--- config.mk ---
export PLATFORM = sky130hd
export DESIGN_NAME = game_datapath
export DESIGN_NICKNAME = d
export VERILOG_FILES = /design/src/rtl/game_pkg.sv /design/src/rtl/game_datapath.sv
export SDC_FILE = /design/constraint.sdc
export NUM_CORES = 1
export LEC_CHECK = 0
export ABC_AREA = 1
export BUFFER_PORTS_ARGS = -buffer_cell sky130_fd_sc_hd__buf_2
export CELL_PAD_IN_SITES_DETAIL_PLACEMENT = 1
export CELL_PAD_IN_SITES_GLOBAL_PLACEMENT = 2
export CORE_MARGIN = 1.5
export CORE_UTILIZATION = 30
export CTS_CLUSTER_DIAMETER = 40
export DETAILED_ROUTE_END_ITERATION = 16
export PLACE_DENSITY = 0.94
export SLEW_MARGIN = 20
export SYNTH_ARGS = -nofsm -noshare
export SYNTH_HDL_FRONTEND = slang
export SYNTH_SLANG_ARGS = --single-unit
--- constraint.sdc ---
create_clock -name clock -period 1.95 [get_ports clock]
set_clock_uncertainty 0.05 [all_clocks]
set_input_delay 0.39 -clock clock [delete_from_list [all_inputs] [get_ports clock]]
set_output_delay 0.39 -clock clock [all_outputs]
set_load 0.01 [all_outputs]
--- src/rtl/game_pkg.sv ---
// Game types shared by the decoder, control FSM, datapath, ROM and top level
package game_pkg;

    // Depth of the fixed sequence table
    localparam int SEQ_DEPTH = 16;

    typedef logic [3:0] button_t;
    typedef logic [3:0] addr_t;

    // One press event, strobe high for a single cycle
    typedef struct packed {
        logic    strobe;
        button_t code;
    } play_t;

    typedef struct packed {
        logic acertou;
        logic errou;
        logic pronto;
        logic timed_out;
    } game_status_t;

    // ------------------------------------------------------------------
    // Control to datapath commands and the flags coming back
    // ------------------------------------------------------------------
    typedef struct packed {
        logic clear_addr;
        logic step_addr;
        logic clear_limit;
        logic step_limit;
        logic run_timer;
    } ctrl_cmd_t;

    typedef struct packed {
        logic addr_at_limit;
        logic limit_at_last;
        logic match;
        logic timer_done;
    } dp_flags_t;

    // Codes picked to read well on the state display
    typedef enum logic [3:0] {
        idle       = 4'h0,
        start      = 4'h1,
        wait_play  = 4'h2,
        compare    = 4'h3,
        next_play  = 4'h4,
        next_round = 4'h5,
        won        = 4'hA,
        lost       = 4'hE
    } game_state_t;

endpackage

--- src/rtl/game_datapath.sv ---
// Address, limit and timeout counters with the compares that feed the game FSM
`timescale 1ns/1ps

module game_datapath #(
    parameter int SEQ_LEN        = 16,
    parameter int TIMEOUT_CYCLES = 5000
) (
    input  logic                clock,
    input  logic                reset,
    input  game_pkg::ctrl_cmd_t cmd,
    input  game_pkg::play_t     play,
    input  game_pkg::button_t   rom_word,
    output game_pkg::addr_t     addr,
    output game_pkg::addr_t     limit,
    output game_pkg::dp_flags_t flags
);
    import game_pkg::*;

    localparam int                 TIMER_W   = $clog2(TIMEOUT_CYCLES + 1);
    localparam addr_t              LAST_ADDR = addr_t'(SEQ_LEN - 1);
    localparam logic [TIMER_W-1:0] TIMER_END = TIMER_W'(TIMEOUT_CYCLES - 1);

    logic [TIMER_W-1:0] timer;

    initial begin
        assert (SEQ_LEN >= 1 && SEQ_LEN <= SEQ_DEPTH && TIMEOUT_CYCLES >= 1)
            else $fatal(1, "SEQ_LEN %0d or TIMEOUT_CYCLES %0d out of range",
                        SEQ_LEN, TIMEOUT_CYCLES);
    end

    // ------------------------------------------------------------------
    // Counters
    // ------------------------------------------------------------------
    // Position inside the current round
    always_ff @(posedge clock) begin
        if (reset) begin
            addr <= '0;
        end else if (cmd.clear_addr) begin
            addr <= '0;
        end else if (cmd.step_addr) begin
            addr <= addr + addr_t'(1);
        end
    end

    // Last position required in this round
    always_ff @(posedge clock) begin
        if (reset) begin
            limit <= '0;
        end else if (cmd.clear_limit) begin
            limit <= '0;
        end else if (cmd.step_limit) begin
            limit <= limit + addr_t'(1);
        end
    end

    // Runs only while waiting for a press, saturates at the end
    always_ff @(posedge clock) begin
        if (reset) begin
            timer <= '0;
        end else if (!cmd.run_timer || play.strobe) begin
            timer <= '0;
        end else if (!flags.timer_done) begin
            timer <= timer + TIMER_W'(1);
        end
    end

    // ------------------------------------------------------------------
    // Compares
    // ------------------------------------------------------------------
    assign flags.addr_at_limit = (addr == limit);
    assign flags.limit_at_last = (limit == LAST_ADDR);
    assign flags.match         = (play.code == rom_word);
    assign flags.timer_done    = (timer == TIMER_END);

    // The FSM must stop growing the round at the last entry
    a_limit_in_range: assert property (
        @(posedge clock) disable iff (reset)
        limit <= LAST_ADDR
    ) else $error("limit %0d beyond last entry %0d", limit, LAST_ADDR);

endmodule

; ---- Word-level counts from Yosys, hierarchy flattened
; Index checks and enable logic that the tools add are counted.
[classes]
eq_ne = 4
addsub = 3
n_reduce_logical = 5
[op_table]
columns = cell, count
row1 = 13-bit by 1-bit adder with 13-bit output (second input constant), 1
row2 = 13-bit == test (second input constant), 1
row3 = 4-bit by 1-bit adder with 4-bit output (second input constant), 2
row4 = 4-bit == test, 2
row5 = 2-bit OR reduction, 3
row6 = 4-bit == test (second input constant), 1
row7 = 1-bit logical NOT, 1
row8 = 1-bit logical OR, 1
[word_totals]
output_inout_bits = 12
ff_bits = 21
wordCells = 15
input_bits = 16

; ---- Longest topological paths before layout
[depth]
word_depth = 3
mapped_depth = 8
mapped_depth_nobuf = 8

; ---- Least setup slack after synthesis
; OpenSTA, ideal clock, no wires.
[synth_timing]
path_kind = flip-flop to output port
from = register timer[0]
to = output flags[0] (netlist name)
path_slack_ns = 0.466
stages_incl_launch_ff = 4
arrival_time_ns = 1.044
cell_sequence = dfxtp_1 ha_1 nand4_1 nor3_1
[synth_rtl]
columns = element, line
row1 = from (decl), game_datapath.sv:23  ; logic [TIMER_W-1:0] timer;
row2 = from (signal assigned), game_datapath.sv:63  ; timer <= timer + TIMER_W'(1);
row3 = to (decl), game_datapath.sv:15  ; output game_pkg::dp_flags_t flags

==> out/metrics.cfg <==
[synth]
yosys.cell_types.count = 19
yosysWarnings = 0
syn_area_per_cell_um2 = 6.61
syn_area_um2 = 1170
synth_nets = 196
syn_inst = 177
yosysSeqAreaShare = 0.359
synth-seq-cells = 21

[die]
dieHeight_um = 65.4
fp.dieW_um = 65.4
core_um2 = 3720
num_rows = 22
dieArea_um2 = 4280
num_io_pins = 28
initial_core_util = 0.315

[final_layout]
fill_cells = 516
layout.nets = 228
register_area_um2 = 420
final_util = 0.384
multi_input_area_um2 = 657
drive_gt1_frac = 0.188
areaGrowthSynthToFinish_pct = 21.9
layout.cells.non_filler = 256
diodes = 0

[timing]
rsz0062_at_grt = no
tightest_slew_ns = 0.285
post-route-period-util = 0.926
hold_viol_final = 0
holdWs_ns = 0.239
drv_slew = 0
finalSetupTns_ns = 0
relSlewSlack = 0.810
final-setup-viol-count = 0
fin_crit_ns = 1.80
fmax_mhz = 554

[detailed_routing]
routedWlPerCell_um = 11.2
dr.pass1.iters = 4
postRouteAntennaNets = 0
vias = 1194
post-route-drc-count = 0
viasPerCell = 4.66
drt_wl_total_mm = 2.86
drt_iter0_drc = 37

[clock_tree]
postCtsSetupBuffers = 0
clockBufferDepth = 2
cts_num_sinks = 21
clock_latency_ns = 0.27
h-tree-depth = 1
tritoncts = done
cts_made_buffers = 3
cts_root_buffer = clkbuf_8
clk_pin_slew_ns = 0.08

[global_route]
antenna_found_initial = 0
grt_max_degree = 14
overflow = 0
grt_pass1_vias = 1290
track_usage = 0.157
grt_pass1_wl_mm = 5.24

[worst_setup_path]
setup.worst_path.end_class = output port
startpoint_type = register
worstPathRequired_ns = 1.51
cp_max_fo = 6
worst-setup-path-type = reg2out
critPathArrivalTime_ns = 1.36

[power]
clkPwrFrac = 0.374
p_leak_nw = 0.564
p_sw_mw = 0.200
power.internal_mw = 0.610
seq_power_share = 0.544
power_density_nw_per_um2 = 568
power_switching_share = 0.247
combPwrFrac = 0.082
ir_worst_vdd_uv = 258

[job]
maxCapViolCount = 0

[worst_hold_path]
hold_class = in2reg

[placement]
dp.cells = 252
dpl.hpwl_mm = 2.34
gp_congestion = 0.772
port_buffers = 27

[status]
status = completed

## power by group through the flow
stage	registers [mW]	logic, mW	clock network [mW]
6_report	0.441	0.0665	0.303
5_1_grt	0.442	0.0775	0.332
4_1_cts	0.440	0.0674	0.312
3_5_place_dp	0.450	0.0673	0
3_3_place_gp	0.450	0.0658	0
2_1_floorplan	0.451	0.0329	0
## worst max-delay path: stages, from the launching register on
cell	delay, ns
dfxtp_1	0.44
ha_4	0.22
nand4_1	0.10
nor3_1	0.18
buf_2	0.16
## cell usage in the layout, fill, tap and decap left out
master	synthesis	routed
nand4_1	3	3
nor3_1	6	6
buf_2	0	27
o21ai_1	1	1
dfxtp_1	21	21
o21ai_0	9	9
nor2_1	26	26
inv_1	28	28
clkinvlp_4	0	1
xor2_1	5	5
nand2_2	1	1
nor3b_1	1	1
nand2_1	39	39
nand3_1	10	10
ha_4	0	1
nor2_4	1	1
nand3_2	2	2
ha_1	3	2
xnor2_1	4	4
nor2_2	3	3
clkbuf_8	0	3
a21oi_1	13	13
nor4_1	1	1
## flip-flops by register name, summed over array words and instances, names as in the netlist
name   flops
timer     13
limit      4
addr       4
## cells by family after synthesis
group                    share of synthesized area
AO/OA/AOI/OAI                               0.0984
XOR/XNOR                                    0.0674
adder cells (fa/ha/maj)                     0.0321
buffers and inverters                       0.0898
flip-flops                                   0.359
AND/OR/NAND/NOR                              0.353
## layout make-up
| cell class | instances | share of cell area |
|---|---|---|
| Multi-Input combinational cell | 128 | 0.461 |
| Sequential cell | 21 | 0.295 |
| Clock inverter | 1 | 0.00526 |
| Timing Repair Buffer | 27 | 0.0947 |
| Inverter | 28 | 0.0737 |
| Tap cell | 48 | 0.0421 |
| Clock buffer | 3 | 0.0289 |
## timing repair
action	in CTS	in global routing
resized for setup	0	2
endpoints found under the hold margin	0	0
hold buffers	0	0
endpoints found under the setup margin	0	1
## cell usage after synthesis, drive strengths merged
cell,count,area (um2)
o21ai,10,50.0
ha,3,37.5
inv,28,105
nor2,30,128
nand4,3,18.8
nor3b,1,7.51
nor4,1,6.26
xor2,5,43.8
nor3,6,30.0
dfxtp,21,420
a21oi,13,65.1
nand3,12,70.1
nand2,40,153
xnor2,4,35.0
## metal layers
layer | share of wire | wire (um) | track usage
met3 | 0.020 | 57 | 0.0205
met5 | 0 | 0 | 0
met1 | 0.48 | 1380 | 0.179
met2 | 0.48 | 1360 | 0.290
met4 | 0.020 | 58 | 0.0703
## final timing paths
kind,from,endpoint,slack (ns),cells after the start
max,timer[0]$_SDFFE_PP0P_,flags[0],0.15,4
min,cmd[2],limit[2]$_SDFFE_PP0P_,0.24,2
min reg2reg,addr[3]$_SDFFE_PP0P_,addr[3]$_SDFFE_PP0P_,0.46,1
max reg2reg,timer[0]$_SDFFE_PP0P_,timer[8]$_SDFFE_PP0P_,0.52,6
## per-stage QoR
step	power [mW]	instance area, um2	setup WS (ns)
2_1_floorplan	0.483	1170	0.466
3_5_place_dp	0.517	1370	0.358
3_3_place_gp	0.516	1370	0.377
4_1_cts	0.820	1410	0.0483
6_report	0.810	1430	0.145
5_1_grt	0.851	1430	0.0455
No activity file was read; power rests on OpenSTA's default activity.
