[config.mk]
export PLATFORM = sky130hd
export DESIGN_NAME = play_decoder
export DESIGN_NICKNAME = d
export VERILOG_FILES = /design/src/rtl/game_pkg.sv /design/src/rtl/play_decoder.sv
export SDC_FILE = /design/constraint.sdc
export NUM_CORES = 1
export LEC_CHECK = 0
export ABC_AREA = 1
export ABC_CLOCK_PERIOD_IN_PS = 1110
export BUFFER_PORTS_ARGS = -buffer_cell sky130_fd_sc_hd__buf_2
export CAP_MARGIN = 0
export CELL_PAD_IN_SITES_DETAIL_PLACEMENT = 0
export CELL_PAD_IN_SITES_GLOBAL_PLACEMENT = 1
export CORE_MARGIN = 5
export CORE_UTILIZATION = 32
export DETAILED_ROUTE_END_ITERATION = 8
export PLACE_DENSITY = 0.79
export RECOVER_POWER = 25
export SKIP_CTS_REPAIR_TIMING = 1
export SLEW_MARGIN = 30
export SYNTH_ARGS = -nofsm -noshare
export SYNTH_HDL_FRONTEND = slang
export SYNTH_SLANG_ARGS = --single-unit
[constraint.sdc]
create_clock -name clock -period 1.11 [get_ports clock]
set_input_delay 0 -clock clock [delete_from_list [all_inputs] [get_ports clock]]
set_output_delay 0 -clock clock [all_outputs]
set_load 0.02 [all_outputs]
[src/rtl/game_pkg.sv]
// Game types shared by the decoder, control FSM, datapath, ROM and top level
package game_pkg;

    // Depth of the fixed sequence table
    localparam int SEQ_DEPTH = 16;

    typedef logic [3:0] button_t;
    typedef logic [3:0] addr_t;

    // One press event, strobe high for a single cycle
    typedef struct packed {
        logic    strobe;
        button_t code;
    } play_t;

    typedef struct packed {
        logic acertou;
        logic errou;
        logic pronto;
        logic timed_out;
    } game_status_t;

    // ------------------------------------------------------------------
    // Control to datapath commands and the flags coming back
    // ------------------------------------------------------------------
    typedef struct packed {
        logic clear_addr;
        logic step_addr;
        logic clear_limit;
        logic step_limit;
        logic run_timer;
    } ctrl_cmd_t;

    typedef struct packed {
        logic addr_at_limit;
        logic limit_at_last;
        logic match;
        logic timer_done;
    } dp_flags_t;

    // Codes picked to read well on the state display
    typedef enum logic [3:0] {
        idle       = 4'h0,
        start      = 4'h1,
        wait_play  = 4'h2,
        compare    = 4'h3,
        next_play  = 4'h4,
        next_round = 4'h5,
        won        = 4'hA,
        lost       = 4'hE
    } game_state_t;

endpackage

[src/rtl/play_decoder.sv]
// Samples the button lines and turns each fresh press into a one-cycle play event
`timescale 1ns/1ps

module play_decoder (
    input  logic              clock,
    input  logic              reset,
    input  game_pkg::button_t botoes,
    output game_pkg::play_t   play,
    output game_pkg::button_t leds
);
    import game_pkg::*;

    button_t botoes_q;
    button_t botoes_prev;
    logic    press;

    // New press when some line is up and all were down the cycle before
    assign press = (botoes_q != '0) && (botoes_prev == '0);

    always_ff @(posedge clock) begin
        if (reset) begin
            botoes_q    <= '0;
            botoes_prev <= '0;
            play        <= '0;
        end else begin
            botoes_q    <= botoes;
            botoes_prev <= botoes_q;
            play.strobe <= press;
            // Code holds until the next press so compare can still see it
            if (press) begin
                play.code <= botoes_q;
            end
        end
    end

    // Echo of the sampled buttons
    assign leds = botoes_q;

    // A held button never produces a second strobe
    a_single_strobe: assert property (
        @(posedge clock) disable iff (reset)
        play.strobe |=> !play.strobe
    ) else $error("play strobe high on two consecutive cycles");

endmodule

# [After elaboration in Yosys (flattened, before gate mapping)]
# Cells that the tools add are included.
[word_totals] register_bits=13 latch_bits=0 ram_bits=0 mem_bits_ro=0 inputBits=6 out_inout_bits=9 wordCells=7 memories=0
[classes] addsub=0 mul=0 n_div=0 magnitude_cmp=0 n_eq_ne=0 n_shift=0 mux=0 n_bitwise=0 n_reduce_logical=3
[ops] cell="4-bit zero test" n=1
[ops] cell="4-bit nonzero test" n=1
[ops] cell="1-bit logical AND" n=1

# [Longest topological paths before layout]
[logic_depth] depth_word=2 ltp_mapped=6 depth_no_buf=6

# [Worst setup path before layout]
# OpenSTA, ideal clock, no wires.
[synth_timing] path_kind="reg-to-reg" startpoint="register botoes_q[1], in the netlist leds[1]" endpoint="register play[0] in the netlist's numbering" setup_ns=0.112 t_arrival_ns=0.768 required_ns=0.998 slack_ns=0.230 stages_incl_launch_ff=6 path_buffers=0 period_less_slack_ns=0.880 cell_sequence="dfxtp_1 > nor2_1 > nand2_1 > nand2_4 > nand2_1 > nand2_1"
[synth_via] elab_chain_len=2
[synth_rtl] element="from (decl)" line_no="play_decoder.sv:13" rtl="button_t botoes_q;"
[synth_rtl] element="from (signal assigned)" line_no="play_decoder.sv:26" rtl="botoes_q <= botoes;"
[synth_rtl] element="4-bit nonzero test" line_no="play_decoder.sv:18" rtl="assign press = (botoes_q != '0) && (botoes_prev == '0);"
[synth_rtl] element="1-bit logical AND" line_no="play_decoder.sv:18"
[synth_rtl] element="to (decl)" line_no="play_decoder.sv:8" rtl="output game_pkg::play_t play,"
# No other way between the ends.
# A chain may end at the register's enable or synchronous reset.

# [Worst setup path after layout]
[layout_timing] startpoint="register botoes_prev[0]" endpoint="register play[0] in the netlist's numbering"
[layout_via] elab_chain_len=2
[layout_rtl] element="from (decl)" line_no="play_decoder.sv:14" rtl="button_t botoes_prev;"
[layout_rtl] element="from (signal assigned)" line_no="play_decoder.sv:27" rtl="botoes_prev <= botoes_q;"
[layout_rtl] element="4-bit zero test" line_no="play_decoder.sv:18"
[layout_rtl] element="1-bit logical AND" line_no="play_decoder.sv:18"
# No other way between the ends.

==> results.rst <==
.. list-table::
   :header-rows: 1

   * - Metric
     - Value
   * - Status
     - completed
   * - Met2 Routed Length
     - about 450 um
   * - Final Setup Violations
     - 0
   * - Final Hold Viols
     - 0
   * - Setup repair after global routing missed its margin
     - no
   * - Critical path capture point type
     - flop
   * - Max-cap violations
     - 0
   * - Hold Slack
     - just over 0.06 ns
   * - Clk root buf
     - clkbuf_4
   * - Chip Height
     - between 40 and 50 um
   * - Number of instances in the synthesized netlist
     - 62
   * - Bufs on Longest Clock Path
     - 2
   * - Clock-pin slew of the registers on the worst-case setup and hold paths
     - ~0.08 ns
   * - Pin count of the biggest net entering global routing
     - 14
   * - Mean post-synth cell area
     - approximately 7.7 um2
   * - First-iteration detailed-routing DRC count
     - 3
   * - Number of register bits inferred by synthesis
     - 13
   * - Setup TNS
     - 0 ns
   * - Drt drc
     - 0
   * - Setup slack, reg-to-reg
     - roughly 0.23 ns
   * - Initial antenna violation count
     - 0
   * - Die width
     - 48.7 um
   * - Arrival time at the worst endpoint
     - approximately 1.1 ns
   * - Max-slew violation total from the final report
     - 0
   * - Number of nets in the layout
     - 90
   * - Share of post-route cells with drive strength above 1
     - 0.301
   * - Synthesized cell area
     - 479 um2
   * - Placement-stage cell area
     - ~560 um2
   * - Met3 wire len
     - ~50 um
   * - Critical Path Fanout Max
     - 5
   * - Number of cells traversed by the worst register-to-register path
     - 6
   * - Avg WL per Cell
     - 8.70 um
   * - Endpoint of the lowest-slack register-to-register path
     - play[0]$_SDFFE_PP0P_
   * - Via-to-Cell Ratio
     - 3.91
   * - Startpoint type of the worst setup path
     - flop
   * - Highest-count cells in the layout ignoring fill and taps
     - 14 x inv_1, 14 x nand2_1, 14 x buf_2
   * - Wire length reported by the detailed router
     - around 860 um
   * - TritonCTS clock tree
     - done
   * - Core Box Area
     - ~0.0015 mm2
   * - Worst VDD drop
     - roughly 0.00084 V
   * - Highest achievable clock rate
     - around 1.1 GHz
   * - Length of the first detailed-routing pass in iterations
     - 3
   * - Startpoint-to-endpoint class of the critical path
     - flop to flop
   * - Critical path required time
     - ~1.3 ns
   * - Total via count in the routed design
     - approximately 390
   * - Worst hold endpoint
     - leds[3]$_SDFF_PP0_
   * - Leakage component of the power
     - about 0.34 nW
   * - Launch instance of the worst min-delay path
     - reset
   * - GRT Util Overall
     - 0.0745
   * - Global-route wire length before repair
     - roughly 1.3 mm
   * - Fillers
     - about 160
   * - Area delta synth->final
     - 30.5%
   * - Top Metal Used
     - met3
   * - YS warnings
     - 0
   * - Post-Syn Nets
     - between 60 and 70
   * - Final critical path time including I/O delays and setup
     - between 0.8 and 0.9 ns
   * - H-tree levels
     - 1
   * - Metal1 wirelength
     - 363 um
   * - Total power after layout
     - 0.927 mW
   * - Later-pin clock latency in the skew report
     - 0.28 ns
   * - Number of port buffers
     - 14
   * - I/O pins
     - 15
   * - Number of clock buffers inserted by TritonCTS
     - 3
   * - Antenna violation net count after detailed routing
     - 0
   * - Max-slew headroom
     - 0.818
   * - Count of unique library cells instantiated by Yosys
     - 10
   * - Die area
     - approximately 0.0024 mm2
   * - Launching point of the worst reg2reg path
     - botoes_prev[0]$_SDFF_PP0_
   * - Period utilization
     - 0.789
   * - Final Skew
     - between 0.004 and 0.005 ns
   * - Sinks on the clock net
     - 13
   * - Sequential area share after synthesis
     - 0.543
   * - Least-Margin Pin Slew
     - between 0.2 and 0.3 ns
   * - Total gr overflow
     - 0
   * - Type of the tightest min-delay check
     - input pin to flop
   * - Total power per unit cell area
     - about 1500 mW/mm2
   * - Starting utilization of the core area
     - 0.330
   * - Via count of the first global-routing pass
     - about 350
   * - N_diodes
     - 0
   * - Final RePlAce weighted congestion
     - ~0.7
   * - HPWL after detailed placement
     - between 600 and 700 um
   * - Area of all placed cells without fillers
     - 626 um2
   * - Worst hold path cell count
     - 2
   * - Row cnt
     - 14
-- where the power goes --
part / switching (mW) / internal [mW] / leakage, nW
clock network: 0.158 / 0.134 / 0.0177
registers: 0.0107 / 0.492 / 0.107
logic: 0.0815 / 0.0514 / 0.213
total: 0.250 / 0.677 / 0.338
-- metrics by stage --
stage	setup WS, ns	utilization	instances
after floorplan	0.230	-	62
after global placement	0.263	0.384	91
after detailed placement	0.237	0.384	91
after CTS	0.218	0.403	95
after global routing	0.130	0.430	99
final	0.234	0.430	99
-- worst max-delay path, cell delays in order, from the launching register on --
cell and delay (ns):
dfxtp_1 0.31, inv_2 0.05, nand2_2 0.06, nor2_4 0.16, nand2_4 0.09, nand2_1 0.06
nand2_1 0.04
-- cell usage after synthesis --
master   number  area share
nand2_2       1       0.013
nor2_1       13        0.10
buf_6         1       0.023
inv_1        14        0.11
nor2_2        1       0.013
nand2_1      14        0.11
dfxtp_1      13        0.54
nand2_4       1       0.023
nor2_4        2       0.047
inv_2         2       0.016
-- logic make-up (layout without fill, tap and decap cells) --
logic type | after synthesis | in the layout | share of synthesized area
and+or+nand+nor | 32 | 32 | 0.308
buffers and inverters | 17 | 38 | 0.149
DFF | 13 | 13 | 0.543
-- metal layers --
layer | track usage | vias to the layer above
met5 | 0 | -
met4 | 0.0538 | 0
met3 | 0.0307 | 0
met2 | 0.117 | 12
met1 | 0.0788 | 162
li1 | - | 213
-- layout make-up --
class                      count  area, um2  area share
sequential                    13        260       0.416
multi-input combinational     32        148       0.236
timing repair buffer          18        110       0.176
inverter                      16       60.1      0.0960
clock buffer                   3       22.5      0.0360
tap                           16       20.0      0.0320
clock inverter                 1       5.00     0.00800
-- worst max-delay path by stage --
stage / from / to / slack [ns] / depth (start not counted)
detailed placement: botoes_prev[0]$_SDFF_PP0_ / play[0]$_SDFFE_PP0P_ / 0.24 / 6
CTS: botoes_prev[0]$_SDFF_PP0_ / play[0]$_SDFFE_PP0P_ / 0.22 / 6
floorplan: leds[1]$_SDFF_PP0_ / play[0]$_SDFFE_PP0P_ / 0.23 / 5
global route: botoes_prev[0]$_SDFF_PP0_ / play[2]$_SDFFE_PP0P_ / 0.13 / 6
finish: botoes_prev[0]$_SDFF_PP0_ / play[0]$_SDFFE_PP0P_ / 0.23 / 6
global placement: botoes_prev[0]$_SDFF_PP0_ / play[2]$_SDFFE_PP0P_ / 0.26 / 6
-- sequential cells by signal, indices dropped and copies added, names as in the netlist --
register     count
leds             4
play             5
botoes_prev      4
(Power assumes the default switching activity.)
