**src/rtl/game_pkg.sv**
```systemverilog
// Game types shared by the decoder, control FSM, datapath, ROM and top level
package game_pkg;

    // Depth of the fixed sequence table
    localparam int SEQ_DEPTH = 16;

    typedef logic [3:0] button_t;
    typedef logic [3:0] addr_t;

    // One press event, strobe high for a single cycle
    typedef struct packed {
        logic    strobe;
        button_t code;
    } play_t;

    typedef struct packed {
        logic acertou;
        logic errou;
        logic pronto;
        logic timed_out;
    } game_status_t;

    // ------------------------------------------------------------------
    // Control to datapath commands and the flags coming back
    // ------------------------------------------------------------------
    typedef struct packed {
        logic clear_addr;
        logic step_addr;
        logic clear_limit;
        logic step_limit;
        logic run_timer;
    } ctrl_cmd_t;

    typedef struct packed {
        logic addr_at_limit;
        logic limit_at_last;
        logic match;
        logic timer_done;
    } dp_flags_t;

    // Codes picked to read well on the state display
    typedef enum logic [3:0] {
        idle       = 4'h0,
        start      = 4'h1,
        wait_play  = 4'h2,
        compare    = 4'h3,
        next_play  = 4'h4,
        next_round = 4'h5,
        won        = 4'hA,
        lost       = 4'hE
    } game_state_t;

endpackage

```
**src/rtl/game_control.sv**
```systemverilog
// Game FSM that runs the rounds, drives the datapath and holds the result flags
`timescale 1ns/1ps

module game_control (
    input  logic                   clock,
    input  logic                   reset,
    input  logic                   jogar,
    input  game_pkg::play_t        play,
    input  game_pkg::dp_flags_t    flags,
    output game_pkg::ctrl_cmd_t    cmd,
    output game_pkg::game_status_t status,
    output game_pkg::game_state_t  state
);
    import game_pkg::*;

    game_state_t  state_next;
    game_status_t status_next;

    // ------------------------------------------------------------------
    // Next state and result flags
    // ------------------------------------------------------------------
    always_comb begin
        state_next  = state;
        status_next = status;
        case (state)
            idle, won, lost: begin
                // New game wipes the previous result
                if (jogar) begin
                    state_next  = start;
                    status_next = '0;
                end
            end
            start: begin
                state_next = wait_play;
            end
            wait_play: begin
                if (play.strobe) begin
                    state_next = compare;
                end else if (flags.timer_done) begin
                    state_next            = lost;
                    status_next.errou     = 1'b1;
                    status_next.pronto    = 1'b1;
                    status_next.timed_out = 1'b1;
                end
            end
            compare: begin
                if (!flags.match) begin
                    state_next         = lost;
                    status_next.errou  = 1'b1;
                    status_next.pronto = 1'b1;
                end else if (flags.addr_at_limit && flags.limit_at_last) begin
                    state_next          = won;
                    status_next.acertou = 1'b1;
                    status_next.pronto  = 1'b1;
                end else if (flags.addr_at_limit) begin
                    state_next = next_round;
                end else begin
                    state_next = next_play;
                end
            end
            next_play, next_round: begin
                state_next = wait_play;
            end
            default: begin
                state_next = idle;
            end
        endcase
    end

    always_ff @(posedge clock) begin
        if (reset) begin
            state  <= idle;
            status <= '0;
        end else begin
            state  <= state_next;
            status <= status_next;
        end
    end

    // ------------------------------------------------------------------
    // Datapath commands, decoded from the state alone
    // ------------------------------------------------------------------
    always_comb begin
        cmd = '0;
        case (state)
            start: begin
                cmd.clear_addr  = 1'b1;
                cmd.clear_limit = 1'b1;
            end
            wait_play: begin
                cmd.run_timer = 1'b1;
            end
            next_play: begin
                cmd.step_addr = 1'b1;
            end
            next_round: begin
                cmd.clear_addr = 1'b1;
                cmd.step_limit = 1'b1;
            end
            default: begin
                cmd = '0;
            end
        endcase
    end

    a_one_result: assert property (
        @(posedge clock) disable iff (reset)
        !(status.acertou && status.errou)
    ) else $error("acertou and errou raised together");

endmodule

```
**config.mk**
```make
export PLATFORM = sky130hd
export DESIGN_NAME = game_control
export DESIGN_NICKNAME = d
export VERILOG_FILES = /design/src/rtl/game_pkg.sv /design/src/rtl/game_control.sv
export SDC_FILE = /design/constraint.sdc
export NUM_CORES = 1
export LEC_CHECK = 0
export ABC_AREA = 1
export BUFFER_PORTS_ARGS = -buffer_cell sky130_fd_sc_hd__buf_2
export CAP_MARGIN = 40
export CORE_AREA = 2 2 39 41
export CTS_BUF_LIST = sky130_fd_sc_hd__clkbuf_2
export DETAILED_ROUTE_END_ITERATION = 12
export DIE_AREA = 0 0 41 43
export PLACE_DENSITY = 0.7
export REMOVE_ABC_BUFFERS = 1
export SETUP_SLACK_MARGIN = 0.05
export SYNTH_ARGS = -nofsm -noshare
export SYNTH_HDL_FRONTEND = slang
export SYNTH_SLANG_ARGS = --single-unit
```
**constraint.sdc**
```tcl
create_clock -name clock -period 1.86 [get_ports clock]
set_clock_uncertainty 0.05 [all_clocks]
set_input_delay 0.279 -clock clock [delete_from_list [all_inputs] [get_ports clock]]
set_output_delay 0.279 -clock clock [all_outputs]
set_load 0.05 [all_outputs]
```
Yosys cells after proc, flatten, opt, wreduce, memory -nomap -nowiden:

Index checks and enable logic that the tools add are counted.

* flip-flop bits (word level): 8
* latch bits: 0
* RAM bits: 0
* bits in read-only memories: 0
* input bits: 12
* memories kept: 0

* $add $sub $neg: 0
* multiply operators: 0
* div/mod/pow operators: 0
* $lt $le $gt $ge: 0
* equality and inequality tests: 15
* shifts and indexed selects: 0
* muxes and demuxes: 22
* bitwise operators: 0
* reductions and logical operators: 13

Operators by type and width (count)
* two-way mux 4 bit: 6
* case mux 4 bit (4 select lines): 1
* != test 2 bit (second input constant): 6
* two-way mux 1 bit: 10
* AND reduction 5 bit: 2
* == test 4 x 2 -> 1 bit (second input constant): 2
* == test 4 x 3 -> 1 bit (second input constant): 2
* == test 4 bit (second input constant): 2
* AND reduction 4 bit: 2
* two-way mux 3 bit: 2
* != test 3 bit (second input constant): 2
* case mux 2 bit (3 select lines): 1
* OR reduction 3 bit: 2
* == test 4 x 1 -> 1 bit (second input constant): 1
* logical NOT 4 bit: 1
* case mux 1 bit (2 select lines): 2
* nonzero test 2 bit: 2
* nonzero test 3 bit: 1
* AND reduction 2 bit: 1
* OR reduction 2 bit: 1
* logical AND 1 bit: 1

Longest topological paths before layout:

* depth after elaboration: 4
* gate-level depth with buffers: 8
* gate-level depth less buffers: 8

Worst setup path before layout:

No wires, ideal clock.

* path type: reg-to-output
* start: register state[2]
* end: output port cmd[3] (netlist name)
* arrival: 2.341 ns
* required time: 1.531 ns
* slack: -0.810 ns
* stages on the path, launching flop included: 3
* buffers on the path: 0
* cell sequence: dfxtp_1 inv_1 nor4_1

RTL lines
* start, declared: RTL line game_control.sv:12 `output game_pkg::game_state_t state`
* start signal, assigned: RTL line game_control.sv:72 `state <= idle;`
* start signal, assigned: RTL line game_control.sv:75 `state <= state_next;`
* end, declared: RTL line game_control.sv:10 `output game_pkg::ctrl_cmd_t cmd,`

==> summary by stage <==
Status
The flow ran to the end, and the final reports show no timing, DRC or antenna violations.

CTS
In this run, post-CTS repair resized a total of 0 instances. The clock input transition at the sequential cells of the worst setup and hold paths is 90 ps. The clock passes through at most 2 buffers.

In this run the number of H-tree levels came out at 1. The clock tree from TritonCTS is built. The number of clock buffers added by TritonCTS is 3. In this run the clock root is driven by a clkbuf_2.

Buffers added to address setup during post-CTS repair amount to 0. After clock tree synthesis, the flow added hold-fix buffers numbering 0. The clock latency reported for the late side of the worst-skew pair is 250 ps.

The number of sinks handled by clock tree synthesis is 8.

Synth
The top cell type by area accounts for 30.0% of the synthesized area. Synthesis inferred 8 register bits. The combined area of all synthesized cells is 533 um2.

Sorting the synthesized cells by area gives the leading types as dfxtp_1 30%, nand2_1 20%, inv_1 9.2%. The commonest cells after synthesis are 28 x nand2_1, 13 x inv_1, 11 x nor2_1. The netlist uses 18 different library cells.

After technology mapping, the gate count stands at 89. The average cell area after synthesis is 5.99 um2. Summing the sequential cell areas from Yosys gives 30.0% of the chip area.

The yosys synthesis warning count is 0. Yosys mapped a number of flops with a built-in enable equal to 0. Of all flip-flops after synthesis, the portion carrying an async set or reset was 0%. The most frequent cell after synthesis is nand2_1. In the synthesized netlist the dominant register cell turns out to be dfxtp_1. The largest total area in the synthesized netlist belongs to dfxtp_1.

STA
The final number of setup-violating endpoints is 0. Setup repair after global routing left no endpoint under its margin. The slew at the pin closest to its max-slew limit is 327 ps.

The remaining max-slew budget at the tightest pin is 78.2%. The portion of the clock cycle consumed by the worst path in the final layout is 89.7%. The maximum achievable frequency is 600 MHz. The final worst hold slack is 205 ps. The count of endpoints failing hold in the final timing report is 0.

The number of pins with negative max-slew slack in the final report is 0. The worst path needs 1670 ps of the cycle, external delays included. Setup total negative slack on the finished layout was measured at 0 ps.

Worst setup path
The flop-to-flop setup slack is 550 ps. The source of the critical timing path is state[0]. The critical path is of the reg2out type.

The delay of the slowest cell on the worst path is 510 ps. The slowest stage of the critical path belongs to the cell dfxtp_1. At the worst endpoint, the required time is 1530 ps. The timing endpoint of the critical path is cmd[1].

The launch point of the worst reg-to-reg path is state[0]. The critical path goes through nand2_1 -> nor3_1 -> buf_2. The critical path buffer and inverter count is 1. The category of cells accounting for the largest share of critical-path delay is flip-flops. Counting buffers and inverters, the worst setup path is 3 cells deep. Counting cells, the worst reg-to-reg path comes to 6.

Of all nets on the critical path, the largest fanout is 8. STA puts the critical path data arrival time at 1340 ps. The category of the worst setup path capture point is a primary output. The terminus of the critical flop-to-flop path is state[1]. The category of the worst setup path launch point is a register.

Flow run
The tool flagged a number of max-cap violations equal to 0.

Place
The placed instances occupy a cell area of 646 um2. After legalization and detailed placement, the total HPWL measured 951 um. The final weighted congestion in routability-driven placement is 0.809.

In this run the tool buffered the top-level ports with 20 buffer cells. The number of cells in the design after placement is 124.

Global routing
The number of global-route vias before repair is 532. Global routing consumed, over all layers together, 17.3% of the routing resources. After global routing the overflow that remains totals 0. The initial antenna violation count is 0. Entering global routing, the biggest net connects 9 pins.

The global-route wire length before repair is 2.07 mm.

Floorplan
In this run the horizontal extent of the chip is 41 um. The die is 43 um tall. After floorplanning, the core was divided into 14 placement rows. The area of the die is 1760 um2. Pin placement for this block handled 25 I/O pins. The starting utilization of the core area is 38.5%. The area of the placeable core is 1380 um2.

Final layout
The final non-filler cell total is 127. The repair_antennas step left the layout with diodes totalling 0. The final core area utilization is 48.2%. The finished cells cover 667 um2. The signed area change from the synthesized netlist to the final layout is 25.1%. The count of nets after finishing is 125. The fraction of final layout cells with drive strength greater than 1 is 29.7%.

Drt
The count of nets left with antenna violations once routing finished came out at 0. The remaining design rule violation count is 0. After detailed routing, the number of vias per cell comes to 4.80. The total wire length is 1.23 mm. After detailed routing, the average wire length per cell comes to 9.70 um. The number of detailed-route iterations in the first pass is 4. The count of vias placed by the detailed router is 610. After the first detailed-routing iteration, the DRC count stood at 15.

Min path
The path type of the worst min-delay path is in2reg.

Power
In this run the static leakage power is 0.000382 uW. The power density over cell area is 1950 nW/um2. VDD sags by at most 0.000747 V.
[report_power, final]
part	switching, uW	leakage, uW	internal (uW)	total (uW)
clock network	65.9	0.0000125	44.0	110
logic	653	0.000303	236	889
registers	70.9	0.0000659	230	301
total	790	0.000382	510	1300
[layout by cell type (no fill, tap or decap)]
master	netlist	layout
nand2_1	28	28
dfxtp_2	0	1
nand3_1	6	6
o21ai_0	1	1
clkbuf_2	0	3
nand4_1	2	2
nor4_1	1	1
nand2_2	2	2
nor2_1	11	11
nor2_2	2	1
inv_2	2	2
nor3_1	1	1
nand2_4	2	2
a21oi_1	5	5
buf_2	0	20
nor2_4	1	2
inv_1	13	13
dfxtp_1	8	7
o21ai_1	1	1
o211ai_1	2	2
[state kept, by name, indices dropped and copies added (netlist names)]
register	flops
state	4
status	4
[cell families after synthesis]
kind of cell           synth area share, %
AND/OR/NAND/NOR                       48.6
buffers and inverters                 12.0
AO/OA/AOI/OAI                         9.39
flip-flops                            30.0
[how the worst min path moves through the flow]
stage	from	endpoint	slack, ps	cells after the start
CTS	reset	state[0]	210	2
detailed placement	status[0]	status[0]	410	2
finish	reset	state[0]	200	2
global placement	status[3]	status[3]	390	2
global route	reset	state[1]	230	2
floorplan	reset	state[1]	300	1
[per-stage QoR]
stage,total power (uW),worst slack [ps]
final,1300,192
after detailed placement,1180,383
after global routing,1410,96.3
after global placement,1180,414
after floorplan,1010,-810
after CTS,1300,106
[layout make-up]
cell class / instances / area, um2
clock buffers: 3 / 15.0
repair buffers: 20 / 100
fillers: 145 / 717
well taps: 16 / 20.0
inverters: 15 / 56.3
flip-flops and latches: 8 / 161
multi-input cells: 65 / 314
[metal layers]
metal	GRT usage, %	wire (um)
met1	20.7	575
met2	27.2	538
met3	4.71	100
met4	8.00	18
met5	0	0
Power figures use the tool's default switching activity.
