## src/rtl/game_pkg.sv

```systemverilog
// Game types shared by the decoder, control FSM, datapath, ROM and top level
package game_pkg;

    // Depth of the fixed sequence table
    localparam int SEQ_DEPTH = 16;

    typedef logic [3:0] button_t;
    typedef logic [3:0] addr_t;

    // One press event, strobe high for a single cycle
    typedef struct packed {
        logic    strobe;
        button_t code;
    } play_t;

    typedef struct packed {
        logic acertou;
        logic errou;
        logic pronto;
        logic timed_out;
    } game_status_t;

    // ------------------------------------------------------------------
    // Control to datapath commands and the flags coming back
    // ------------------------------------------------------------------
    typedef struct packed {
        logic clear_addr;
        logic step_addr;
        logic clear_limit;
        logic step_limit;
        logic run_timer;
    } ctrl_cmd_t;

    typedef struct packed {
        logic addr_at_limit;
        logic limit_at_last;
        logic match;
        logic timer_done;
    } dp_flags_t;

    // Codes picked to read well on the state display
    typedef enum logic [3:0] {
        idle       = 4'h0,
        start      = 4'h1,
        wait_play  = 4'h2,
        compare    = 4'h3,
        next_play  = 4'h4,
        next_round = 4'h5,
        won        = 4'hA,
        lost       = 4'hE
    } game_state_t;

endpackage

```

## src/rtl/display_pkg.sv

```systemverilog
// Seven-segment types for the debug displays, used by the encoder and top level
package display_pkg;

    // Segments gfedcba, active low
    typedef logic [6:0] seg7_t;

    typedef logic [3:0] nibble_t;

    // ------------------------------------------------------------------
    // Five debug digits, play digit in the upper bits
    // ------------------------------------------------------------------
    typedef struct packed {
        seg7_t play;
        seg7_t address;
        seg7_t memory;
        seg7_t state;
        seg7_t limit;
    } debug_disp_t;

endpackage

```

## src/rtl/status_display.sv

```systemverilog
// Turns the five debug values into seven-segment codes for the board displays
`timescale 1ns/1ps

module status_display (
    input  game_pkg::button_t        play_code,
    input  game_pkg::addr_t          addr,
    input  game_pkg::button_t        mem_word,
    input  game_pkg::game_state_t    state,
    input  game_pkg::addr_t          limit,
    output display_pkg::debug_disp_t debug
);
    import display_pkg::*;

    // Hex digit to segments gfedcba, low lights a segment
    function automatic seg7_t hex_to_seg(input nibble_t value);
        seg7_t seg;
        case (value)
            4'h0: seg = 7'b1000000;
            4'h1: seg = 7'b1111001;
            4'h2: seg = 7'b0100100;
            4'h3: seg = 7'b0110000;
            4'h4: seg = 7'b0011001;
            4'h5: seg = 7'b0010010;
            4'h6: seg = 7'b0000010;
            4'h7: seg = 7'b1111000;
            4'h8: seg = 7'b0000000;
            4'h9: seg = 7'b0010000;
            4'hA: seg = 7'b0001000;
            4'hB: seg = 7'b0000011;
            4'hC: seg = 7'b1000110;
            4'hD: seg = 7'b0100001;
            4'hE: seg = 7'b0000110;
            default: seg = 7'b0001110;
        endcase
        return seg;
    endfunction

    assign debug.play    = hex_to_seg(nibble_t'(play_code));
    assign debug.address = hex_to_seg(nibble_t'(addr));
    assign debug.memory  = hex_to_seg(nibble_t'(mem_word));
    assign debug.state   = hex_to_seg(nibble_t'(state));
    assign debug.limit   = hex_to_seg(nibble_t'(limit));

endmodule

```

## config.mk

```make
export PLATFORM = sky130hd
export DESIGN_NAME = status_display
export DESIGN_NICKNAME = d
export VERILOG_FILES = /design/src/rtl/game_pkg.sv /design/src/rtl/display_pkg.sv /design/src/rtl/status_display.sv
export SDC_FILE = /design/constraint.sdc
export NUM_CORES = 1
export LEC_CHECK = 0
export CAP_MARGIN = 15
export CORE_UTILIZATION = 40
export DETAILED_ROUTE_END_ITERATION = 7
export DONT_BUFFER_PORTS = 1
export SETUP_SLACK_MARGIN = 0.2
export SYNTH_ARGS = -nofsm -noshare
export SYNTH_HDL_FRONTEND = slang
export SYNTH_SLANG_ARGS = --single-unit
```

## constraint.sdc

```tcl
create_clock -name vclk -period 3.38
set_clock_uncertainty 0.2 [all_clocks]
set_input_delay 0.507 -clock vclk [all_inputs]
set_output_delay 0.507 -clock vclk [all_outputs]
set_load 0.05 [all_outputs]
```

Word-level counts from Yosys, hierarchy flattened
Memories as Yosys holds them, arrays and structs flattened. Cells that the tools add are included.

Bits in registers: 0. Bits in latches: 0. RAM bits: 0. Memory bits (read-only): 560. Output and inout bits: 35. Memories kept: 5.

$add $sub $neg: 0. Multipliers: 0. Divide/modulo/power cells: 0. Magnitude comparators: 0. Equal/unequal tests: 0. Shift operators: 0. Muxes and demuxes: 0. Bitwise operators: 0. Reductions and logical operators: 0.

Memory list: (no name shown) (depth 16, width 7, read ports 1, clocked after Yosys merged registers in 0, wr ports 0, line status_display.sv:17) `case (value)`; (no name shown) (depth 16, width 7, read ports 1, clocked after Yosys merged registers in 0, wr ports 0, line status_display.sv:17); (no name shown) (depth 16, width 7, read ports 1, clocked after Yosys merged registers in 0, wr ports 0, line status_display.sv:17); (no name shown) (depth 16, width 7, read ports 1, clocked after Yosys merged registers in 0, wr ports 0, line status_display.sv:17); (no name shown) (depth 16, width 7, read ports 1, clocked after Yosys merged registers in 0, wr ports 0, line status_display.sv:17).

Longest topological paths before layout
Gate-level depths: netlist of the first run. An unclocked memory read counts as a cell.

Depth after elaboration: 1. Gate-level depth with buffers: 5. Depth with buffers taken out: 5.

Worst setup path before layout of the first run
No wires, ideal clock.

Path kind: in2out. Start: input port addr[0]. End: output port debug[26] (netlist name). Data arrival time: 2.011 ns. Slack: 0.662 ns. Stages on the path: 4. Buffers on the path: 0. Cells stage by stage: inv_1 > ha_1 > o21a_1 > o21ai_0.

RTL lines: from (decl) (line status_display.sv:6) `input game_pkg::addr_t addr,`; to (decl) (line status_display.sv:10) `output display_pkg::debug_disp_t debug`.

==> metrics.txt, run 1 <==
DRC viols 0; RSZ-0062 raised after global routing no; Seq/Total Area, Yosys 0; register area 0 um2; Ports 55; total gr overflow 0; # hold bufs at CTS 0; Area growth, synth to finish 9.17%; initial core utilization 0.427; Fin Setup TNS 0 ps; CP Max Fanout 5; Fmax 403 MHz; Synth warnings 0; aggregate global-route resource usage 0.141; pin count of the biggest net entering global routing 15; Max transition margin 0.348; via count 1132; hold crit path type in2out; first-pass GRT wire length 4130 um; DR iter-0 viols 80; initial antenna violation count 0; Syn Inst Count 163; maxcap violations 0; routed len/inst 12.3 um; PwrDens 187 mW/mm2; vias in the first global route 994; Final min period 2480 ps; status completed; CP Capture Type output port; Detail Route Antenna Nets 0; final slew viol count 0; commonest non-fill, non-tap cell in the layout ha_1; Pre-Repair DR Iteration Count 3; Resize count post-CTS 0; Final setup viols 0; fin crit share 0.734; placed insts 212; syn nets 218; Least-Margin Pin Slew 972 ps; Final nets 225; Placement Cell Area 0.00145 mm2; vias per cell 5.34; core area 0.00310 mm2; crit path from mem_word[1]; Hold Vio Cnt, Final 0; flip-flop and latch count 0; Finished Layout Cells 212; final instance area 0.00145 mm2; die area 0.00354 mm2; chip height 59.5 um; most frequent cells in the layout ha_1 (35), inv_1 (15), buf_4 (15); critical path required time 2670 ps; Pleak 0.739 nW; synth unique cells 31; Synth Cell Area 0.00132 mm2; Worst VDD drop 67.7 uV; layout cells sized above 1 0.161; row cnt 20; syn avg cell area 8.12 um2; HP Start limit[3]; HPWL after detailed placement 2180 um; critical path class in2out; Diodes inserted 0; die width 59.5 um; CLK BUF 0; Worst Setup Start Kind input pin; final WL 2610 um; WP data arrival 1770 ps; setup bufs post-CTS 0; buffers added on ports 0; placer congestion estimate 0.835
==> worst max-delay path, cell delays in order <==
cell     delay, ps
inv_1          120
ha_1           210
nor2b_1         60
or3b_1         360
o21ai_1        510
==> through the flow <==
stage / util / total power (W) / hold WS, ps / worst slack (ps)
after CTS: 0.466 / 0.000272 / 984 / 902
after global routing: 0.466 / 0.000287 / 983 / 788
after floorplan: - / 0.000245 / 1110 / 662
final: 0.466 / 0.000270 / 984 / 898
after global placement: 0.466 / 0.000267 / 988 / 930
after detailed placement: 0.466 / 0.000271 / 984 / 901
==> worst paths after layout <==
check / to / cells past startpoint / slack [ps]
max: debug[14] / 5 / 900
min: debug[6] / 1 / 980
==> cells in the mapped netlist <==
master / count / area share
or2_2: 1 / 0.0047
clkbuf_1: 1 / 0.0028
nand3_1: 2 / 0.0076
mux2i_1: 14 / 0.11
a22o_1: 6 / 0.040
ha_1: 35 / 0.33
o22ai_1: 2 / 0.0095
mux4_2: 2 / 0.034
o211ai_1: 1 / 0.0057
inv_1: 15 / 0.043
and2_1: 2 / 0.0095
nand2_1: 10 / 0.028
a21oi_1: 3 / 0.011
nand2b_1: 2 / 0.0095
o21ai_1: 2 / 0.0076
buf_4: 2 / 0.011
o21a_1: 2 / 0.011
mux2_1: 2 / 0.017
a31oi_1: 1 / 0.0047
or3b_1: 4 / 0.026
nor2b_1: 5 / 0.024
o31ai_1: 4 / 0.023
buf_6: 2 / 0.017
mux4_1: 2 / 0.040
o31a_1: 1 / 0.0066
a32o_1: 4 / 0.030
mux2_2: 3 / 0.026
o21ai_0: 13 / 0.049
nor2_2: 2 / 0.0095
buf_2: 5 / 0.019
nor2_1: 13 / 0.037
==> layout make-up <==
cell class,instances,area [um2]
fillers,330,1660
multi-input cells,138,1220
repair buffers,15,113
inverters,15,56.3
well taps,44,55.1
==> report_power, final <==
part | leakage [nW] | switching (W) | internal [W] | total [W]
sequential | 0 | 0 | 0 | 0
combinational | 0.739 | 0.000190 | 0.0000803 | 0.000270
clock | 0 | 0 | 0 | 0
total | 0.739 | 0.000190 | 0.0000803 | 0.000270
==> per-layer routing <==
layer  up-vias  part of all wire  GRT usage
met5         -                 0          0
met2        31              0.50      0.292
met1       516              0.45      0.165
li1        585                 -          -
met3         0             0.051    0.00655
met4         0                 0          0
==> kinds of logic (layout without fill, tap and decap cells) <==
group | Yosys count | in the layout | share of synthesized area
AOI/OAI and AO/OA | 39 | 39 | 0.198
adders and majority gates | 35 | 35 | 0.331
buffers and inverters | 25 | 30 | 0.0926
muxes | 23 | 23 | 0.222
and+or+nand+nor | 41 | 41 | 0.156
(Power assumes the default switching activity.)
==> inputs of run 2 (changes only) <==
- ABC_AREA: not set -> 1
- clock period: 3.38 -> 2.6 ns (I/O delays scaled with it)
==> metrics.txt, run 2 <==
Comb power frac 1.000; final WL 2920 um; PwrDens 234 mW/mm2; fin crit share 0.739; P_sw 0.000263 W; vias in the first global route 1103; status completed; layout cells sized above 1 0.0402; Min Hold Slack 810 ps; Fin Setup TNS 0 ps; initial antenna violation count 0; RSZ-0062 raised after global routing no; Worst VDD drop 121 uV; max incr delay on CP 350 ps; core area 0.00313 mm2; Placement Cell Area 0.00140 mm2; CLK BUF 0; final instance area 0.00140 mm2; chip height 60.3 um; setup bufs post-CTS 0; Ports 55; most area-consuming cells after synthesis ha_1 (32%), nand2_1 (30%), nand3_1 (16%), inv_1 (9.1%), o21ai_0 (4.4%); Detail Route Antenna Nets 0; buffers added on ports 0; Fmax 520 MHz; Final nets 306; maxcap violations 0; first-pass GRT wire length 4450 um; most instantiated cells after synthesis nand2_1 (107), nand3_1 (43), ha_1 (35); Area growth, synth to finish 3.04%; Sw Ratio 0.801; via count 1401; total gr overflow 0; DR iter-0 viols 86; # hold bufs at CTS 0; pin count of the biggest net entering global routing 13; flip-flop and latch count 0; HPWL after detailed placement 2430 um; Most common cell on crit path nand2_1; Clock Power Share 0; Seq/Total Area, Yosys 0; syn avg cell area 5.41 um2; die width 60.3 um; die area 0.00363 mm2; Synth warnings 0; Syn Inst Count 251; internal power 0.0000653 W; Pre-Repair DR Iteration Count 4; final slew viol count 0; DRC viols 0; aggregate global-route resource usage 0.150; synth unique cells 13; share of the synthesized area in the top cell type 0.322; register area 0 um2; Pleak 0.905 nW; CP Max Fanout 5; row cnt 20; most frequent cells in the layout nand2_1 (107), nand3_1 (43), ha_1 (35); worst path cell trace inv_1, ha_1, inv_1, nand2_1, nand2_1, nand2_1, nand2_1; Resize count post-CTS 0; commonest non-fill, non-tap cell in the layout nand2_1; slowest CP cell nand2_1; critical path class in2out; WP data arrival 1330 ps; Final setup viols 0; routed len/inst 9.97 um; initial core utilization 0.434; Worst Setup Start Kind input pin; Hold Vio Cnt, Final 0; Synth Cell Area 0.00136 mm2; vias per cell 4.78; critical path required time 2010 ps; total power draw 0.000328 W; Synth area leader ha_1; Seq pwr share 0; Max transition margin 0.651; multi-input combinational cell area 0.00116 mm2; Final min period 1920 ps; most common cell in the netlist nand2_1; number of fill cells 345; placer congestion estimate 0.864; CP Capture Type output port; Least-Margin Pin Slew 522 ps; Diodes inserted 0; syn nets 306; hold crit path type in2out
==> run 2: changes by cell type in the layout (fill, tap and decap cells not counted), sizes merged, moves of 3 or more <==
| cell | delta |
|---|---|
| nor2b | -5 |
| buf | -8 |
| mux2i | -14 |
| a22o | -6 |
| mux4 | -4 |
| inv | +20 |
| a32o | -4 |
| nand2 | +98 |
| o31ai | -4 |
| nor2 | -9 |
| nand3 | +41 |
| or3b | -4 |
| mux2 | -5 |
| o21ai | -3 |
==> run 2: area by class of cell <==
| type | instances | area share |
|---|---|---|
| Inverter | 35 | 0.0938 |
| Tap cell | 44 | 0.0393 |
| Timing Repair Buffer | 7 | 0.0375 |
| Multi-Input combinational cell | 207 | 0.829 |
==> run 2: path summary, 6_finish.rpt <==
check                 cells past startpoint         to     start
worst min-delay path                      2   debug[2]  limit[3]
worst max-delay path                      7  debug[10]  state[0]
==> run 2: cells by family (layout without fill, tap and decap cells) <==
family                     after synthesis  in the layout  share of synthesized area
and+or+nand+nor                        158            158                      0.481
buffers and inverters                   44             42                      0.145
adders and majority gates               35             35                      0.322
AOI/OAI and AO/OA                       14             14                     0.0516
==> run 2: metrics by stage <==
stage	utilization	cells	setup WS [ps]
6_report	0.448	293	678
4_1_cts	0.448	293	673
2_1_floorplan	-	251	206
3_3_place_gp	0.448	293	689
5_1_grt	0.448	293	574
3_5_place_dp	0.448	293	676
==> run 2: worst max-delay path: cells and delay by family <==
kind,cells,cell delay (ps)
simple gates,4,490
fa+ha+maj,1,320
buf+inv,2,130
==> run 2: power by group through the flow <==
| stage | Clock, W | Combinational, W | Sequential [W] |
|---|---|---|---|
| 3_3_place_gp | 0 | 0.000330 | 0 |
| 5_1_grt | 0 | 0.000356 | 0 |
| 4_1_cts | 0 | 0.000330 | 0 |
| 2_1_floorplan | 0 | 0.000311 | 0 |
| 3_5_place_dp | 0 | 0.000329 | 0 |
| 6_report | 0 | 0.000328 | 0 |
==> run 2: metal layers <==
| layer | global-route usage | vias up | wire, um |
|---|---|---|---|
| met5 | 0 | - | 0 |
| met4 | 0 | 0 | 0 |
| met3 | 0.0108 | 0 | 170 |
| met2 | 0.270 | 36 | 1290 |
| met1 | 0.203 | 590 | 1460 |
| li1 | - | 775 | - |
==> inputs of run 3 (changes only) <==
- clock period: 2.6 -> 1.6 ns (I/O delays scaled with it)
==> metrics.txt, run 3 (synthesis results as in run 2) <==
status completed; CP Capture Type output port; vias in the first global route 1089; register area 0 um2; die area 0.00363 mm2; hold crit path type in2out; Final setup viols 0; row cnt 20; Final nets 308; core area 0.00313 mm2; critical path class in2out; vias per cell 5.01; chip height 60.3 um; Least-Margin Pin Slew 384 ps; Comb power frac 1.000; number of fill cells 274; die width 60.3 um; layout cells sized above 1 0.466; Worst Setup Start Kind input pin; aggregate global-route resource usage 0.162; CLK BUF 0; internal power 0.000204 W; CP delay by family, top simple AND/OR/NAND/NOR gates; most frequent cells in the layout nand2_1 (67), nand3_1 (27), nand2_2 (21); buffers added on ports 0; initial antenna violation count 0; DRC viols 0; CP Max Fanout 5; Pleak 0.943 nW; Pre-Repair DR Iteration Count 4; Sw Ratio 0.715; via count 1477; Clock Power Share 0; PwrDens 356 mW/mm2; maxcap violations 0; Post-Place Setup Slack 150 ps; total gr overflow 0; worst path cell trace clkinvlp_4, ha_4, nand2_1, nand3_2, nand2_4; Seq pwr share 0; DR iter-0 viols 69; pin count of the biggest net entering global routing 13; Ports 55; routed len/inst 11.5 um; Final Util 0.644; placer congestion estimate 0.785; critical path required time 1160 ps; Worst VDD drop 190 uV; Hold Vio Cnt, Final 0; fin crit share 0.910; flip-flop and latch count 0; Diodes inserted 0; HPWL after detailed placement 2400 um; min setup slack post-route 144 ps; first-pass GRT wire length 4810 um; P_sw 0.000512 W; slowest CP cell ha_4; max incr delay on CP 290 ps; CP bufs+invs 1; Area growth, synth to finish 48.2%; initial core utilization 0.434; RSZ-0062 raised after global routing yes; Final min period 1460 ps; commonest non-fill, non-tap cell in the layout nand2_1; Max transition margin 0.743; Fmax 687 MHz; WP data arrival 1020 ps; Fin Setup TNS 0 ps; final WL 3390 um; Detail Route Antenna Nets 0; final slew viol count 0
run 3: cell count changes in the layout (fill, tap and decap cells not counted), moves of 5 or more:
cell | previous run | this run
nand3_1 | 43 | 27
ha_1 | 35 | 13
clkinvlp_4 | 0 | 7
inv_1 | 33 | 19
o21ai_0 | 9 | 4
ha_2 | 0 | 14
buf_6 | 0 | 5
nand2_4 | 0 | 19
nand3_2 | 0 | 14
inv_2 | 2 | 7
nand2_2 | 1 | 21
nand2_1 | 107 | 67
buf_4 | 7 | 2
ha_4 | 0 | 8
run 3: power by group through the flow:
| stage | combinational, W | clock (W) | sequential, W |
|---|---|---|---|
| 3_5_place_dp | 0.000594 | 0 | 0 |
| 3_3_place_gp | 0.000595 | 0 | 0 |
| 4_1_cts | 0.000629 | 0 | 0 |
| 5_1_grt | 0.000766 | 0 | 0 |
| 2_1_floorplan | 0.000559 | 0 | 0 |
| 6_report | 0.000716 | 0 | 0 |
run 3: layer usage:
layer,part of all wire,track usage,vias up,wire (um)
met4,0,0,0,0
li1,-,-,787,-
met5,0,0,-,0
met1,0.46,0.251,655,1580
met3,0.047,0.00216,0,158
met2,0.49,0.259,35,1650
run 3: final timing paths:
check / start / to / cells past startpoint
worst max-delay path: play_code[0] / debug[31] / 5
worst min-delay path: addr[3] / debug[23] / 1
run 3: area by class of cell:
class                      count  area [um2]  area share
tap                           44        55.1      0.0273
timing repair buffer           9         106      0.0528
inverter                      35         163      0.0808
multi-input combinational    207        1690       0.839
run 3: what timing repair did:
item | in CTS | in global routing
setup buffers | 0 | 1
endpoints found under the setup margin | 18 | 34
cloned | 0 | 0
pin swaps | 13 | 35
hold buffers | 0 | 0
resized for setup | 25 | 80
run 3: stage by stage:
step                instance area (um2)  total power, W  std cells  hold slack, ps
floorplan                          1510        0.000559        251             389
global route                       2010        0.000766        295             394
detailed placement                 1570        0.000594        294             391
finish                             2010        0.000716        295             390
CTS                                1700        0.000629        294             388
global placement                   1570        0.000595        294             391
